==> src/include/axi_mem_defs.svh <==
/*
  Width and depth constants of the AXI memory slave.
  Included by the package and by every module that sizes a port.
*/
`ifndef AXI_MEM_DEFS_SVH
`define AXI_MEM_DEFS_SVH

// Bus widths
`define AXI_MEM_ADDR_WIDTH 32
`define AXI_MEM_DATA_WIDTH 32
`define AXI_MEM_STRB_WIDTH 4
`define AXI_MEM_ID_WIDTH 4

// Burst length field holds beats minus one
`define AXI_MEM_LEN_WIDTH 8

// Storage and queue sizes
`define AXI_MEM_WORDS 256
`define AXI_MEM_QUEUE_DEPTH 4

`endif

==> src/logic/axi_mem_pkg.sv <==
/*
  Shared types of the AXI memory slave: burst and state enums, the queued
  command and the beat address rule used by both engines.
*/
`default_nettype none

`include "axi_mem_defs.svh"

package axi_mem_pkg;

  typedef enum logic [1:0] {
    BURST_FIXED = 2'd0,
    BURST_INCR  = 2'd1
  } burst_e;

  typedef enum logic {
    WR_DATA,
    WR_RESP
  } wr_state_e;

  // One AW or AR command as it sits in a queue
  typedef struct packed {
    logic [`AXI_MEM_ID_WIDTH-1:0]   id;
    logic [`AXI_MEM_ADDR_WIDTH-1:0] addr;
    logic [`AXI_MEM_LEN_WIDTH-1:0]  len;
    burst_e                         burst;
  } axi_cmd_t;

  // Word-aligned address of beat n; encodings other than FIXED behave as INCR
  function automatic logic [`AXI_MEM_ADDR_WIDTH-1:0] beat_addr(
    input logic [`AXI_MEM_ADDR_WIDTH-1:0] addr,
    input burst_e                         burst,
    input logic [`AXI_MEM_LEN_WIDTH-1:0]  n
  );
    logic [`AXI_MEM_ADDR_WIDTH-1:0] base;
    base = addr & ~(`AXI_MEM_ADDR_WIDTH'(`AXI_MEM_STRB_WIDTH - 1));
    if (burst == BURST_FIXED) begin
      return base;
    end
    return base + `AXI_MEM_ADDR_WIDTH'(n) * `AXI_MEM_ADDR_WIDTH'(`AXI_MEM_STRB_WIDTH);
  endfunction

endpackage

`default_nettype wire

==> src/logic/axi_mem_cmd_fifo.sv <==
/*
  Circular queue of burst commands between an address channel and an engine.
  The head is always visible on cmd_o; the engine pops it when the burst ends.
*/
`timescale 1ns/10ps
`default_nettype none

module axi_mem_cmd_fifo import axi_mem_pkg::*; #(
  parameter int DEPTH = 4
) (
  input  logic     clk_i,
  input  logic     rst_i,
  input  logic     push_i,
  input  axi_cmd_t cmd_i,
  input  logic     pop_i,
  output axi_cmd_t cmd_o,
  output logic     empty_o,
  output logic     full_o
);

  localparam int PTR_W = (DEPTH > 1) ? $clog2(DEPTH) : 1;
  localparam int CNT_W = $clog2(DEPTH + 1);

  axi_cmd_t         entries [DEPTH];
  logic [PTR_W-1:0] wr_ptr;
  logic [PTR_W-1:0] rd_ptr;
  logic [CNT_W-1:0] count;
  logic             do_push;
  logic             do_pop;

  assign empty_o = (count == '0);
  assign full_o  = (count == CNT_W'(DEPTH));
  assign cmd_o   = entries[rd_ptr];

  // Pushes into a full queue and pops from an empty one are dropped
  assign do_push = push_i & ~full_o;
  assign do_pop  = pop_i & ~empty_o;

  always_ff @(posedge clk_i) begin
    if (do_push) begin
      entries[wr_ptr] <= cmd_i;
    end
  end

  always_ff @(posedge clk_i) begin
    if (rst_i) begin
      wr_ptr <= '0;
      rd_ptr <= '0;
      count  <= '0;
    end else begin
      if (do_push) begin
        wr_ptr <= (wr_ptr == PTR_W'(DEPTH - 1)) ? '0 : wr_ptr + 1'b1;
      end
      if (do_pop) begin
        rd_ptr <= (rd_ptr == PTR_W'(DEPTH - 1)) ? '0 : rd_ptr + 1'b1;
      end
      // Simultaneous push and pop leave the fill level unchanged
      if (do_push && !do_pop) begin
        count <= count + 1'b1;
      end else if (do_pop && !do_push) begin
        count <= count - 1'b1;
      end
    end
  end

endmodule

`default_nettype wire

==> config.mk <==
export PLATFORM = sky130hd
export DESIGN_NAME = axi_mem_cmd_fifo
export DESIGN_NICKNAME = d
export VERILOG_FILES = /design/src/logic/axi_mem_pkg.sv /design/src/logic/axi_mem_cmd_fifo.sv
export VERILOG_INCLUDE_DIRS = /design/src /design/src/include
export SDC_FILE = /design/constraint.sdc
export NUM_CORES = 1
export LEC_CHECK = 0
export BUFFER_PORTS_ARGS = -buffer_cell sky130_fd_sc_hd__buf_2
export CAP_MARGIN = 0
export CORE_MARGIN = 3
export CORE_UTILIZATION = 30
export CTS_CLUSTER_DIAMETER = 60
export CTS_CLUSTER_SIZE = 40
export DETAILED_ROUTE_END_ITERATION = 6
export PLACE_DENSITY = 0.57
export SLEW_MARGIN = 20
export SYNTH_ARGS = -nofsm -noshare
export SYNTH_HDL_FRONTEND = slang
export SYNTH_SLANG_ARGS = --single-unit
export TNS_END_PERCENT = 30
==> constraint.sdc <==
create_clock -name clk_i -period 2.38 [get_ports clk_i]
set_input_delay 0.476 -clock clk_i [delete_from_list [all_inputs] [get_ports clk_i]]
set_output_delay 0.476 -clock clk_i [all_outputs]
set_load 0.03 [all_outputs]
==> reports/metrics.yaml <==
overflow: 0
worstPathArrival_ps: 1780
r2r_start: "count[1]"
powerDensity_nw_per_um2: 1090
setup-violations-final: 0
syn_inst: 290
synth_top_family_by_area: "multiplexers"
dp_hpwl_mm: 7.84
final_cell_mix: "edfxtp_1 (184), buf_2 (97), mux4_2 (46)"
min_path_type: "in -> reg"
synth_xor_area_share_pct: 0.245
design.die.area_sq_um: 25700
htreeDepth: 4
wl_per_cell_um: 18.2
die_x_um: 160
cp_slowest_cell: "mux4_2"
nets: 464
irDropWorstVdd_v: 0.000444
clock_latency_ps: 410
synthSimpleGateAreaFrac_pct: 1.23
slew_headroom_pct: 51.0
grt_max_degree: 47
synth_nets: 347
drive_gt1_share_pct: 47.3
whs_path_depth: 1
drt-pass1-iter-count: 4
crit_fanout: 15
finalNonFillerCells: 732
core_sq_um: 23000
period_share_pct: 94.8
worst_setup_path_end_kind: "output pin"
start_util_pct: 31.1
synth.cell_area_sq_um: 7140
synth-compound-area-share_pct: 0.701
fin_hold_ws_ps: 274
hold_buffers: 0
vias: 3248
worst-setup-path-type: "reg -> out"
worstPathCellList: "buf_12 > mux4_2 > buf_2"
synth_mux_area_share_pct: 14.8
cts_buffers: 17
period_needed_ps: 2260
post-route-util_pct: 37.8
root_buffer: "clkbuf_16"
cts_tree: "done"
grt_pass1_wl_mm: 20.7
portBuffers: 97
clk_pin_slew_worst_paths_ps: 70
worst_slew_pin_slew_ps: 735
reg2reg_depth: 9
synth-seq-cells: 193
grt_use_total_pct: 10.7
drc: 0
path_delay_family: "multiplexers"
yosysWarnings: 0
cpPeakStageDelay_ps: 540
status: "finished clean"
finalWirelength_mm: 13.3
synth.distinct_cells: 27
antenna_found_initial: 2
power_leakage_nw: 2.92
hold_start: "cmd_i[39]"
path_buf_inv: 2
min_to: "entries[3][39]"
drv_slew: 0
grt_pass1_vias: 3619
max_cap_violations: 0
fmax_mhz: 443
fp-row-count: 55
crit_required_ps: 1900
r2r_end: "count[2]"
layout_commonest_cell: "edfxtp_1"
syn_area_per_cell_sq_um: 24.6
r2r_setup_slack_ps: 140
antenna_left: 0
syn_to_final_growth_pct: 21.6
clock-sinks: 193
cts_buffer_depth: 2
critPathLaunchType: "register"
synthAdderAreaFrac_pct: 1.33
vias_per_cell: 4.44
antenna-diode-count: 0
io_pins: 98
drt_iter0_drc: 269
yosysSeqAreaShare_pct: 79.9
finalClockSkew_ps: 7.95
hold_violations: 0
die_y_um: 160
place_congestion: 0.694
place_inst: 697
finalPower_mw: 9.51
routing by layer:
metal / vias up / track usage, % / routed length (um)
met1: 1707 / 13.6 / 5740
li1: 1461 / - / -
met3: 10 / 3.30 / 512
met4: 4 / 2.72 / 108
met2: 66 / 18.1 / 6940
met5: - / 0 / 21
worst max path at each step:
stage             start       endpoint  slack [ps]  cells after the start
2_1_floorplan  count[0]  entries[0][0]         140                      3
3_3_place_gp     push_i       count[2]         150                      9
3_5_place_dp   count[0]       count[2]          30                      9
4_1_cts        count[0]       count[2]          10                      9
5_1_grt        count[1]       count[2]          -2                      9
6_report       register      cmd_o[36]         120                      3
metrics by stage:
step | setup TNS, ps | setup WS [ps] | area (sq um)
floorplan | 0 | 139 | 7140
global placement | 0 | 145 | 8070
detailed placement | 0 | 26.9 | 8070
CTS | 0 | 11.9 | 8680
global route | -1.71 | -1.71 | 8680
finish | 0 | 123 | 8680
Yosys cell counts, drive strengths merged:
cell	instances	area, sq um
a21oi	3	15.0
and3	4	25.0
buf	10	83.8
bufinv	1	17.5
clkbuf	2	8.75
clkinv	1	8.76
dfxtp	9	180
edfxtp	184	5530
fa	1	20.0
ha	6	75.1
inv	3	11.3
mux2i	2	20.0
mux4	46	1040
nand2	1	3.75
nand3	2	10.0
nor2	4	17.5
nor3	2	10.0
o21ai	2	10.0
o31ai	2	25.0
or3	2	12.5
or3b	1	8.76
xor2	2	17.5
report_power, final:
part | switching [mW] | internal [mW]
registers | 0.122 | 4.11
clock network | 1.24 | 1.57
logic | 1.50 | 0.966
flip-flops by register name, indices dropped and copies added, names as in the netlist, named ones only:
| register | count |
|---|---|
| count | 3 |
| entries | 184 |
| rd_ptr | 2 |
| wr_ptr | 2 |
final cells by class:
cell class	instances	area (sq um)
clock buffer	18	429
clock inverter	13	151
fill	2137	14300
inverter	5	37.5
multi-input combinational	80	1310
sequential	193	5710
tap	313	392
timing repair buffer	110	649
cells by family after synthesis:
| kind of cell | after synthesis |
|---|---|
| fa+ha+maj | 7 |
| mux | 48 |
| simple gates | 16 |
| flops | 193 |
| compound gates | 7 |
| buf+inv | 17 |
| xor+xnor | 2 |
what timing repair did:
item,CTS,global route
resized for setup,0,3
buffers inserted,4,0
endpoints found under the setup margin,38,2
pin swaps,0,0
cloned,0,0
hold endpoints to repair,0,0
No activity file was read; power rests on OpenSTA's default activity.
