--- config.mk ---
export PLATFORM = sky130hd
export DESIGN_NAME = axi_mem_read_engine
export DESIGN_NICKNAME = d
export VERILOG_FILES = /design/src/logic/axi_mem_pkg.sv /design/src/logic/axi_mem_read_engine.sv
export VERILOG_INCLUDE_DIRS = /design/src /design/src/include
export SDC_FILE = /design/constraint.sdc
export NUM_CORES = 1
export LEC_CHECK = 0
export BUFFER_PORTS_ARGS = -buffer_cell sky130_fd_sc_hd__buf_4
export CORE_ASPECT_RATIO = 0.6
export CORE_MARGIN = 2
export CORE_UTILIZATION = 38
export CTS_CLUSTER_DIAMETER = 150
export DETAILED_ROUTE_END_ITERATION = 10
export PLACE_DENSITY = 0.83
export SLEW_MARGIN = 20
export SYNTH_ARGS = -nofsm -noshare
export SYNTH_HDL_FRONTEND = slang
export SYNTH_SLANG_ARGS = --single-unit
export TNS_END_PERCENT = 100
--- constraint.sdc ---
create_clock -name clk_i -period 3.01 [get_ports clk_i]
set_input_delay 0.602 -clock clk_i [delete_from_list [all_inputs] [get_ports clk_i]]
set_output_delay 0.602 -clock clk_i [all_outputs]
set_load 0.02 [all_outputs]
--- src/include/axi_mem_defs.svh ---
/*
  Width and depth constants of the AXI memory slave.
  Included by the package and by every module that sizes a port.
*/
`ifndef AXI_MEM_DEFS_SVH
`define AXI_MEM_DEFS_SVH

// Bus widths
`define AXI_MEM_ADDR_WIDTH 32
`define AXI_MEM_DATA_WIDTH 32
`define AXI_MEM_STRB_WIDTH 4
`define AXI_MEM_ID_WIDTH 4

// Burst length field holds beats minus one
`define AXI_MEM_LEN_WIDTH 8

// Storage and queue sizes
`define AXI_MEM_WORDS 256
`define AXI_MEM_QUEUE_DEPTH 4

`endif

--- src/logic/axi_mem_pkg.sv ---
/*
  Shared types of the AXI memory slave: burst and state enums, the queued
  command and the beat address rule used by both engines.
*/
`default_nettype none

`include "axi_mem_defs.svh"

package axi_mem_pkg;

  typedef enum logic [1:0] {
    BURST_FIXED = 2'd0,
    BURST_INCR  = 2'd1
  } burst_e;

  typedef enum logic {
    WR_DATA,
    WR_RESP
  } wr_state_e;

  // One AW or AR command as it sits in a queue
  typedef struct packed {
    logic [`AXI_MEM_ID_WIDTH-1:0]   id;
    logic [`AXI_MEM_ADDR_WIDTH-1:0] addr;
    logic [`AXI_MEM_LEN_WIDTH-1:0]  len;
    burst_e                         burst;
  } axi_cmd_t;

  // Word-aligned address of beat n; encodings other than FIXED behave as INCR
  function automatic logic [`AXI_MEM_ADDR_WIDTH-1:0] beat_addr(
    input logic [`AXI_MEM_ADDR_WIDTH-1:0] addr,
    input burst_e                         burst,
    input logic [`AXI_MEM_LEN_WIDTH-1:0]  n
  );
    logic [`AXI_MEM_ADDR_WIDTH-1:0] base;
    base = addr & ~(`AXI_MEM_ADDR_WIDTH'(`AXI_MEM_STRB_WIDTH - 1));
    if (burst == BURST_FIXED) begin
      return base;
    end
    return base + `AXI_MEM_ADDR_WIDTH'(n) * `AXI_MEM_ADDR_WIDTH'(`AXI_MEM_STRB_WIDTH);
  endfunction

endpackage

`default_nettype wire

--- src/logic/axi_mem_read_engine.sv ---
/*
  Walks the head read command beat by beat and presents R beats straight
  from storage. The command leaves the queue on its last R transfer.
*/
`timescale 1ns/10ps
`default_nettype none

`include "axi_mem_defs.svh"

module axi_mem_read_engine import axi_mem_pkg::*; (
  input  logic                           clk_i,
  input  logic                           rst_i,
  input  axi_cmd_t                       cmd_i,
  input  logic                           cmd_empty_i,
  output logic                           cmd_pop_o,
  output logic [`AXI_MEM_ADDR_WIDTH-1:0] raddr_o,
  input  logic [`AXI_MEM_DATA_WIDTH-1:0] rdata_i,
  output logic                           r_valid_o,
  output logic [`AXI_MEM_DATA_WIDTH-1:0] r_data_o,
  output logic [`AXI_MEM_ID_WIDTH-1:0]   r_id_o,
  output logic                           r_last_o,
  input  logic                           r_ready_i
);

  logic [`AXI_MEM_LEN_WIDTH-1:0] beat_cnt;
  logic                          r_fire;

  // Address of the beat currently on the R channel
  assign raddr_o = beat_addr(cmd_i.addr, cmd_i.burst, beat_cnt);

  assign r_valid_o = ~cmd_empty_i;
  assign r_data_o  = rdata_i;
  assign r_id_o    = cmd_i.id;
  assign r_last_o  = (beat_cnt == cmd_i.len);

  assign r_fire    = r_valid_o & r_ready_i;
  assign cmd_pop_o = r_fire & r_last_o;

  // Count only moves on a transfer, so a stalled beat stays put
  always_ff @(posedge clk_i) begin
    if (rst_i) begin
      beat_cnt <= '0;
    end else if (r_fire) begin
      if (r_last_o) begin
        beat_cnt <= '0;
      end else begin
        beat_cnt <= beat_cnt + 1'b1;
      end
    end
  end

endmodule

`default_nettype wire

==> flow_metrics.py <==
metrics = {
    "run_status": {
        "status": "completed",
    },
    "worst_setup_path": {
        "critical_path_peak_fanout": 5,
        "setup.worst_path.end_class": "primary output",
        "critPathKind": "in -> out",
        "cp_num_buf_inv": 3,
        "cp_common_cell": "buf_4",
        "crit_required_ps": 2410,
        "crit_family": "compound AO/OA/AOI/OAI gates",
        "cp-start-kind": "input pin",
        "critPathSlowestCell": "fa_2",
        "critical_path.max_stage_delay_ps": 360,
        "crit_arrival_ps": 2350,
        "path_cells": "buf_8 -> ha_4 -> fa_2 -> a211oi_2 -> o21ai_2 -> o211ai_1 -> buf_4 -> nor3_4 -> xor2_1 -> buf_4",
        "rrSetupSlack_ps": 1300,
    },
    "logic_synthesis": {
        "ys_seq_elements": 8,
        "synth_cell_types": 40,
        "yosysSeqAreaShare": 0.0982,
        "synth_top_area_share": 0.175,
        "async_reset_ff_frac": 0,
        "synth_area_um2": 1630,
        "syn_inst": 218,
        "ys_warn_count": 0,
        "synth_enable_flop_cells": 0,
        "ys_top_cells_by_area": "buf_4, xnor2_1, xor2_1",
        "postSynthAreaPerCell_um2": 7.48,
        "ys.flop_type": "dfxtp_1",
        "synth_top_area_cell": "buf_4",
    },
    "die": {
        "dieArea_um2": 4850,
        "die_h_um": 54.7,
        "die_w_um": 88.6,
        "start_util": 0.396,
        "rows": 18,
        "boundaryPins": 153,
        "core_um2": 4120,
    },
    "place": {
        "gp_congestion": 0.940,
        "dp_hpwl_mm": 3.71,
        "portBuffers": 76,
        "dpl.cell_count": 323,
    },
    "cells_and_area": {
        "largest_register_ffs": 8,
        "layout.nets": 363,
        "regMostFlops": "beat_cnt",
        "syn_to_final_growth_pct": 36.2,
        "layout_common_cells": "buf_4, nand2_1, xnor2_1, xor2_1, nor2_1",
        "reg_top3": "beat_cnt: 8 flops",
        "antennaDiodeCount": 0,
        "drive_above_1_share": 0.413,
        "final_common_cell": "buf_4",
        "final_cells": 329,
    },
    "drt": {
        "drt_iter0_drc": 63,
        "drc_errors": 0,
        "wl_per_cell_um": 14.0,
        "wl_mm": 4.61,
        "ant_nets": 0,
        "first_pass_iters": 5,
        "vias": 1651,
        "viasPerCell": 5.02,
    },
    "clock_tree": {
        "clock-root-buffer": "clkbuf_8",
        "cts-hold-fix-buffers": 0,
        "cts_made_buffers": 3,
        "worstSkewPairLatency_ps": 230,
        "cts.sinks": 8,
        "cts_tree": "done",
        "cts.clk_slew.worst_paths_ps": 40,
        "clk_path_buf_depth": 2,
        "cts_max_level": 1,
    },
    "sta": {
        "period_minus_slack_ps": 2950,
        "final_hold_viol_count": 0,
        "fin_skew_ps": 0.497,
        "setup_viol": 0,
        "fin_crit_sh": 0.980,
        "tightest_slew_ps": 711,
        "tns_ps": 0,
        "final_max_slew_viol_count": 0,
        "rsz0062_at_grt": "yes",
        "max_clock_freq_mhz": 339,
        "max-slew-margin-rel": 0.525,
    },
    "pwr": {
        "p_leak_nw": 1.07,
        "vdd_drop_max_mv": 0.272,
        "power_density_nw_per_um2": 213,
    },
    "global_routing": {
        "groute.usage.overall": 0.172,
        "grt_overflow": 0,
        "grt_pass1_wl_mm": 6.38,
        "grt_max_degree": 14,
        "grt_pass1_vias": 1366,
        "antenna_found_initial": 0,
    },
    "run": {
        "cap_violations": 0,
    },
    "hold_path": {
        "hold_class": "reg -> reg",
    },
}
[cell type report]
type	instances	area, um2
fill	388	1900
inverter	3	11.3
multi-input combinational	166	1260
sequential	8	160
tap	60	75.1
timing repair buffer	89	676
clock buffer	3	41.3
[through the flow]
stage | power (W) | setup WS (ps) | utilization | hold slack (ps) | area [um2]
floorplan | 0.000291 | 56.8 | - | 527 | 1650
global placement | 0.000331 | -33.4 | 0.502 | 558 | 2070
detailed placement | 0.000337 | -47.8 | 0.502 | 562 | 2070
global route | 0.000501 | -42.5 | 0.539 | 601 | 2220
CTS | 0.000466 | 30.5 | 0.516 | 580 | 2130
finish | 0.000473 | 59.2 | 0.539 | 582 | 2220
[worst paths after layout]
kind	from	endpoint	cells past startpoint
worst max-delay path	cmd_i[12]	raddr_o[22]	10
worst min-delay path	beat_cnt[7]	beat_cnt[7]	2
worst max register to register	beat_cnt[1]	beat_cnt[4]	6
worst min register to register	beat_cnt[7]	beat_cnt[7]	2
[cells in the mapped netlist, types with 2 or more instances]
| master | number |
|---|---|
| xnor2_1 | 22 |
| and3_1 | 6 |
| o21ai_0 | 5 |
| nand2_1 | 23 |
| a21o_1 | 4 |
| buf_4 | 38 |
| xor2_1 | 21 |
| clkbuf_1 | 2 |
| o21a_1 | 2 |
| nor4_1 | 2 |
| buf_2 | 2 |
| inv_1 | 3 |
| nor2_1 | 20 |
| and2_1 | 2 |
| dfxtp_1 | 8 |
| o211ai_1 | 2 |
| ha_1 | 9 |
| nand4_1 | 6 |
| o211a_1 | 2 |
| and4_1 | 3 |
| nand3_1 | 9 |
| a21oi_1 | 9 |
[timing repair]
action	in CTS	in global routing
setup buffers	2	1
endpoints found under the hold margin	0	0
gates resized for setup	1	13
endpoints found under the setup margin	8	15
pin swaps	3	4
[per-layer routing]
metal | global-route usage | up-vias | wire, um
li1 | - | 811 | -
met1 | 0.240 | 755 | 2120
met2 | 0.268 | 75 | 2040
met3 | 0.0452 | 10 | 390
met4 | 0.0354 | 0 | 59
met5 | 0 | - | 0
[logic make-up (layout without fill, tap and decap cells)]
| kind of cell | count (synthesis) | count (layout) | synth area share |
|---|---|---|---|
| compound gates | 31 | 31 | 0.137 |
| xor+xnor | 43 | 43 | 0.231 |
| fa+ha+maj | 10 | 10 | 0.0814 |
| buf+inv | 45 | 95 | 0.193 |
| flops | 8 | 8 | 0.0982 |
| mux | 1 | 1 | 0.00614 |
| other cells | 1 | 2 | 0.00230 |
| simple gates | 79 | 79 | 0.251 |
[report_power, final]
part           internal [W]  total [W]  switching, W
sequential         0.000108   0.000111    0.00000295
clock             0.0000865   0.000127     0.0000410
combinational      0.000116   0.000235      0.000119
[worst reg2reg max path: stages, from the launching register on]
cell and delay (ps):
dfxtp_1 370, buf_4 190, xor2_1 150, nor4_1 290
and3_1 220, or2_1 280, nor2_1 90
No activity file was read; power rests on OpenSTA's default activity.
