File: src/include/axi_mem_defs.svh
/*
  Width and depth constants of the AXI memory slave.
  Included by the package and by every module that sizes a port.
*/
`ifndef AXI_MEM_DEFS_SVH
`define AXI_MEM_DEFS_SVH

// Bus widths
`define AXI_MEM_ADDR_WIDTH 32
`define AXI_MEM_DATA_WIDTH 32
`define AXI_MEM_STRB_WIDTH 4
`define AXI_MEM_ID_WIDTH 4

// Burst length field holds beats minus one
`define AXI_MEM_LEN_WIDTH 8

// Storage and queue sizes
`define AXI_MEM_WORDS 256
`define AXI_MEM_QUEUE_DEPTH 4

`endif

File: src/logic/axi_mem_pkg.sv
/*
  Shared types of the AXI memory slave: burst and state enums, the queued
  command and the beat address rule used by both engines.
*/
`default_nettype none

`include "axi_mem_defs.svh"

package axi_mem_pkg;

  typedef enum logic [1:0] {
    BURST_FIXED = 2'd0,
    BURST_INCR  = 2'd1
  } burst_e;

  typedef enum logic {
    WR_DATA,
    WR_RESP
  } wr_state_e;

  // One AW or AR command as it sits in a queue
  typedef struct packed {
    logic [`AXI_MEM_ID_WIDTH-1:0]   id;
    logic [`AXI_MEM_ADDR_WIDTH-1:0] addr;
    logic [`AXI_MEM_LEN_WIDTH-1:0]  len;
    burst_e                         burst;
  } axi_cmd_t;

  // Word-aligned address of beat n; encodings other than FIXED behave as INCR
  function automatic logic [`AXI_MEM_ADDR_WIDTH-1:0] beat_addr(
    input logic [`AXI_MEM_ADDR_WIDTH-1:0] addr,
    input burst_e                         burst,
    input logic [`AXI_MEM_LEN_WIDTH-1:0]  n
  );
    logic [`AXI_MEM_ADDR_WIDTH-1:0] base;
    base = addr & ~(`AXI_MEM_ADDR_WIDTH'(`AXI_MEM_STRB_WIDTH - 1));
    if (burst == BURST_FIXED) begin
      return base;
    end
    return base + `AXI_MEM_ADDR_WIDTH'(n) * `AXI_MEM_ADDR_WIDTH'(`AXI_MEM_STRB_WIDTH);
  endfunction

endpackage

`default_nettype wire

File: src/logic/axi_mem_write_engine.sv
/*
  Accepts W beats for the head write command, writes them into storage and
  returns one B response per burst. Each stored beat is echoed on the monitor
  outputs one cycle later.
*/
`timescale 1ns/10ps
`default_nettype none

`include "axi_mem_defs.svh"

module axi_mem_write_engine import axi_mem_pkg::*; (
  input  logic                           clk_i,
  input  logic                           rst_i,
  input  axi_cmd_t                       cmd_i,
  input  logic                           cmd_empty_i,
  output logic                           cmd_pop_o,
  input  logic                           w_valid_i,
  input  logic [`AXI_MEM_DATA_WIDTH-1:0] w_data_i,
  input  logic [`AXI_MEM_STRB_WIDTH-1:0] w_strb_i,
  input  logic                           w_last_i,
  output logic                           w_ready_o,
  output logic                           b_valid_o,
  output logic [`AXI_MEM_ID_WIDTH-1:0]   b_id_o,
  input  logic                           b_ready_i,
  output logic                           we_o,
  output logic [`AXI_MEM_ADDR_WIDTH-1:0] waddr_o,
  output logic [`AXI_MEM_DATA_WIDTH-1:0] wdata_o,
  output logic [`AXI_MEM_STRB_WIDTH-1:0] wstrb_o,
  output logic                           mon_w_valid_o,
  output logic [`AXI_MEM_ADDR_WIDTH-1:0] mon_w_addr_o,
  output logic [`AXI_MEM_DATA_WIDTH-1:0] mon_w_data_o,
  output logic [`AXI_MEM_LEN_WIDTH-1:0]  mon_w_beat_o,
  output logic                           mon_w_last_o
);

  wr_state_e                     state;
  logic [`AXI_MEM_LEN_WIDTH-1:0] beat_cnt;
  logic                          w_fire;
  logic                          last_beat;

  // W is only taken while a command is queued and no B is outstanding
  assign w_ready_o = ~cmd_empty_i & (state == WR_DATA);
  assign w_fire    = w_valid_i & w_ready_o;
  assign last_beat = (beat_cnt == cmd_i.len);
  assign cmd_pop_o = w_fire & last_beat;

  // Storage write port
  assign we_o    = w_fire;
  assign waddr_o = beat_addr(cmd_i.addr, cmd_i.burst, beat_cnt);
  assign wdata_o = w_data_i;
  assign wstrb_o = w_strb_i;

  assign b_valid_o = (state == WR_RESP);

  always_ff @(posedge clk_i) begin
    if (rst_i) begin
      state    <= WR_DATA;
      beat_cnt <= '0;
    end else begin
      case (state)
        WR_DATA: begin
          if (w_fire) begin
            if (last_beat) begin
              beat_cnt <= '0;
              state    <= WR_RESP;
            end else begin
              beat_cnt <= beat_cnt + 1'b1;
            end
          end
        end
        WR_RESP: begin
          if (b_ready_i) begin
            state <= WR_DATA;
          end
        end
        default: state <= WR_DATA;
      endcase
    end
  end

  // Response id is latched with the last beat before the command leaves the queue
  always_ff @(posedge clk_i) begin
    if (cmd_pop_o) begin
      b_id_o <= cmd_i.id;
    end
  end

  always_ff @(posedge clk_i) begin
    if (rst_i) begin
      mon_w_valid_o <= 1'b0;
    end else begin
      mon_w_valid_o <= w_fire;
    end
  end

  always_ff @(posedge clk_i) begin
    if (w_fire) begin
      mon_w_addr_o <= waddr_o;
      mon_w_data_o <= w_data_i;
      mon_w_beat_o <= beat_cnt;
      mon_w_last_o <= last_beat;
    end
  end

endmodule

`default_nettype wire

File: config.mk
export PLATFORM = sky130hd
export DESIGN_NAME = axi_mem_write_engine
export DESIGN_NICKNAME = d
export VERILOG_FILES = /design/src/logic/axi_mem_pkg.sv /design/src/logic/axi_mem_write_engine.sv
export VERILOG_INCLUDE_DIRS = /design/src /design/src/include
export SDC_FILE = /design/constraint.sdc
export NUM_CORES = 1
export LEC_CHECK = 0
export BUFFER_PORTS_ARGS = -buffer_cell sky130_fd_sc_hd__buf_2
export CAP_MARGIN = 10
export CORE_ASPECT_RATIO = 1.5
export CORE_MARGIN = 2
export CORE_UTILIZATION = 40
export CTS_BUF_LIST = sky130_fd_sc_hd__clkbuf_4 sky130_fd_sc_hd__clkbuf_8 sky130_fd_sc_hd__clkbuf_16
export CTS_CLUSTER_DIAMETER = 150
export DETAILED_ROUTE_END_ITERATION = 10
export PLACE_DENSITY = 0.77
export SLEW_MARGIN = 5
export SYNTH_ARGS = -nofsm -noshare
export SYNTH_HDL_FRONTEND = slang
export SYNTH_SLANG_ARGS = --single-unit
File: constraint.sdc
create_clock -name clk_i -period 7.8 [get_ports clk_i]
set_input_delay 1.17 -clock clk_i [delete_from_list [all_inputs] [get_ports clk_i]]
set_output_delay 1.17 -clock clk_i [all_outputs]
set_load 0.02 [all_outputs]
==> results.yml <==
synth:
  synth_largest_area_cell: "sky130_fd_sc_hd__edfxtp_1"
  proportion_of_synthesized_chip_area_in_sequential_cells_pct: 60.6
  synthTopCellsByArea: "sky130_fd_sc_hd__edfxtp_1 56%, sky130_fd_sc_hd__buf_4 7.6%, sky130_fd_sc_hd__xor2_1 6.1%, sky130_fd_sc_hd__dfxtp_1 4.9%, sky130_fd_sc_hd__xnor2_1 3.0%"
  postSynthAreaPerCell_um2: 12.8
  yosys_reg_bits: 85
  post_synth_num_cell_types: 42
  syn_inst: 315
  synth.yosys.warnings: 0
  yosys.area.top_type_share_pct: 55.6
  post_synth_design_cell_area_mm2: 0.00405
drt:
  num_vias: 3123
  detail_routed_via_count_per_cell: 4.97
  drtAntennaViolNets: 0
  dr.first_iter.drc_count: 90
  top_signal_layer_used: "met4"
  route.detailed.wl_per_inst_um: 15.6
  m1WireLength_mm: 3.58
  detail_route.first_pass.iterations: 5
  routed-wl-met2_mm: 5.23
  detail_route.drc_violations: 0
  met3RoutedLength_um: 673
  total_wirelength_mm: 9.79
clock_network:
  cts_resized: 0
  clk_latency_ns: 0.33
  worst_setup_hold_path_clk_slew_ns: 0.06
  cts.htree.levels: 3
  cts_inserted_buffers: 9
  post_cts.repair.setup_buffers: 0
  num_clock_sinks: 85
  cts.hold.buffers_added: 0
  root_buffer: "sky130_fd_sc_hd__clkbuf_16"
  cts_tree: "yes"
  cts_buffer_depth: 2
setup_path:
  reg2reg_slack_ns: 4.90
  worst_setup_sp: "cmd_i[12]"
  timing.reg2reg.worst_path_depth: 7
  data_required_time_at_the_worst_endpoint_ns: 6.63
  cp_endpoint_kind: "output port"
  endpoint: "waddr_o[22]"
  timing_worst_setup_path_type: "input pin to output port"
  timing.rr.end: "mon_w_addr_o[28]"
  timing.rr.start: "beat_cnt[0]"
  worstPathMaxFanout: 11
  cp-start-kind: "input pin"
  cp_data_arrival_time_ns: 3.75
power_and_ir_drop:
  power-per-cell-area_mw_per_mm2: 218
  worst_ir_drop_vdd_mv: 0.100
  p_leak_uw: 0.00233
grt:
  grt_max_degree: 77
  via_count_of_the_first_global_routing_pass: 2884
  grt-ovfl-total: 0
  antenna_found_initial: 0
  grt_usage_pct: 16.6
  grt_pass1_wl_mm: 14.0
timing:
  hold_violations: 0
  achievable-frequency_mhz: 203
  layout_worst_path_cycle_share_pct: 63.1
  tightest_slew_ns: 0.984
  setup_viol_count_final: 0
  max-slew-margin-rel_pct: 34.4
  max_slew_violation_total_from_the_final_report: 0
  rsz_0062_raised_after_global_routing: "no"
  worst_clock_skew_ns: 0.00834
  tns_ns: 0
  time_the_final_worst_path_needs_with_i_o_delays_and_setup_ns: 4.92
floorplanning:
  floorplan.die.height_um: 127
  core.rowCount: 45
  die-area_mm2: 0.0110
  pin_count: 238
  coreArea_mm2: 0.00997
  start_util_pct: 40.6
  fp.dieW_um: 86.1
layout:
  mostFrequentLayoutCell: "sky130_fd_sc_hd__buf_2"
  multi_input_combinational_cell_area_mm2: 0.00125
  layout.nets: 604
  layoutNonFillerInstCount: 628
  area.sequential_mm2: 0.00245
  layout.cells.most_common_list: "222 x sky130_fd_sc_hd__buf_2, 75 x sky130_fd_sc_hd__edfxtp_1, 28 x sky130_fd_sc_hd__xor2_1"
  diodes: 0
  filler_cell_count: 876
  final_layout_size_suffix_gt1_share_pct: 50.5
  area_growth_pct: 31.5
place:
  post_placement_cell_count: 612
  place_congestion: 0.801
  place.port_buffers: 222
  hpwl_mm: 7.74
worst_hold_path:
  hp-class: "flip-flop to flip-flop"
  worstHoldStart: "b_valid_o"
job:
  number_of_violations_of_the_max_capacitance_limit: 0
status:
  outcome: "completed"
==> per-layer routing <==
| metal | GRT usage [%] | vias to the layer above |
|---|---|---|
| met5 | 0 | - |
| met4 | 7.56 | 0 |
| met3 | 3.62 | 22 |
| met2 | 29.8 | 142 |
| met1 | 18.4 | 1484 |
| li1 | - | 1475 |
==> cell type report <==
| class | instances | share of cell area [%] |
|---|---|---|
| Clock buffer | 10 | 4.37 |
| Clock inverter | 6 | 1.79 |
| Inverter | 5 | 0.353 |
| Multi-Input combinational cell | 181 | 23.5 |
| Sequential cell | 85 | 46.1 |
| Tap cell | 117 | 2.75 |
| Timing Repair Buffer | 224 | 21.2 |
==> kinds of logic after synthesis <==
kind of cell	share of synthesized area, %
AO/OA/AOI/OAI	6.21
XOR/XNOR	9.09
adder cells (fa/ha/maj)	3.28
buffers and inverters	8.81
flip-flops	60.6
multiplexers	0.556
other	0.0926
AND/OR/NAND/NOR	11.4
==> power by group <==
part | internal, uW | total, uW | leakage (uW) | switching, uW
logic | 56.1 | 168 | 0.00138 | 112
clock network | 287 | 462 | 0.000155 | 174
registers | 522 | 529 | 0.000790 | 7.07
total | 866 | 1160 | 0.00233 | 294
==> through the flow <==
stage	power (uW)	worst slack [ns]	util [%]	area, um2	hold slack, ns
floorplan	649	3.37	-	4060	0.496
global placement	705	2.98	50.1	4990	0.489
detailed placement	709	2.89	50.1	4990	0.517
CTS	1170	2.87	53.4	5320	0.533
global route	1200	2.61	53.4	5320	0.564
finish	1160	2.88	53.4	5320	0.534
==> flip-flops by register name, indices dropped and copies added (netlist names) <==
register,flops
b_valid_o,1
mon_w_valid_o,1
mon_w_data_o,32
mon_w_addr_o,30
mon_w_beat_o,8
beat_cnt,8
mon_w_last_o,1
b_id_o,4
==> worst min-delay path by stage <==
stage | endpoint | slack, ns | cells past startpoint
floorplan | mon_w_beat_o[7] | 0.50 | 0
global placement | b_valid_o | 0.49 | 2
detailed placement | b_valid_o | 0.52 | 2
CTS | b_valid_o | 0.53 | 2
global route | b_valid_o | 0.56 | 2
finish | b_valid_o | 0.53 | 2
==> synth_stat cells, drive strengths merged <==
cell / number
and3: 5
inv: 5
nor4b: 1
or2: 2
fa: 1
nor4: 5
a21oi: 14
edfxtp: 75
a211oi: 4
nand4: 8
nor2: 19
o21ai: 8
nand2: 24
buf: 42
and4: 1
conb: 1
a21o: 1
o21bai: 1
or4: 1
nand3: 11
xnor2: 14
o21a: 1
a211o: 1
xor2: 28
ha: 9
nor2b: 1
mux2: 2
nor3: 9
dfxtp: 10
o211ai: 1
nor3b: 1
o2111ai: 2
o32ai: 1
clkbuf: 5
a2bb2oi: 1
==> critical path: stages <==
cell and delay, ns:
sky130_fd_sc_hd__buf_2 0.11, sky130_fd_sc_hd__ha_1 0.21, sky130_fd_sc_hd__fa_1 0.42, sky130_fd_sc_hd__a21oi_1 0.22, sky130_fd_sc_hd__o21ai_0 0.16, sky130_fd_sc_hd__a21oi_1 0.79
sky130_fd_sc_hd__nor3_1 0.18, sky130_fd_sc_hd__xnor2_1 0.28, sky130_fd_sc_hd__buf_2 0.22
(Power assumes the default switching activity.)
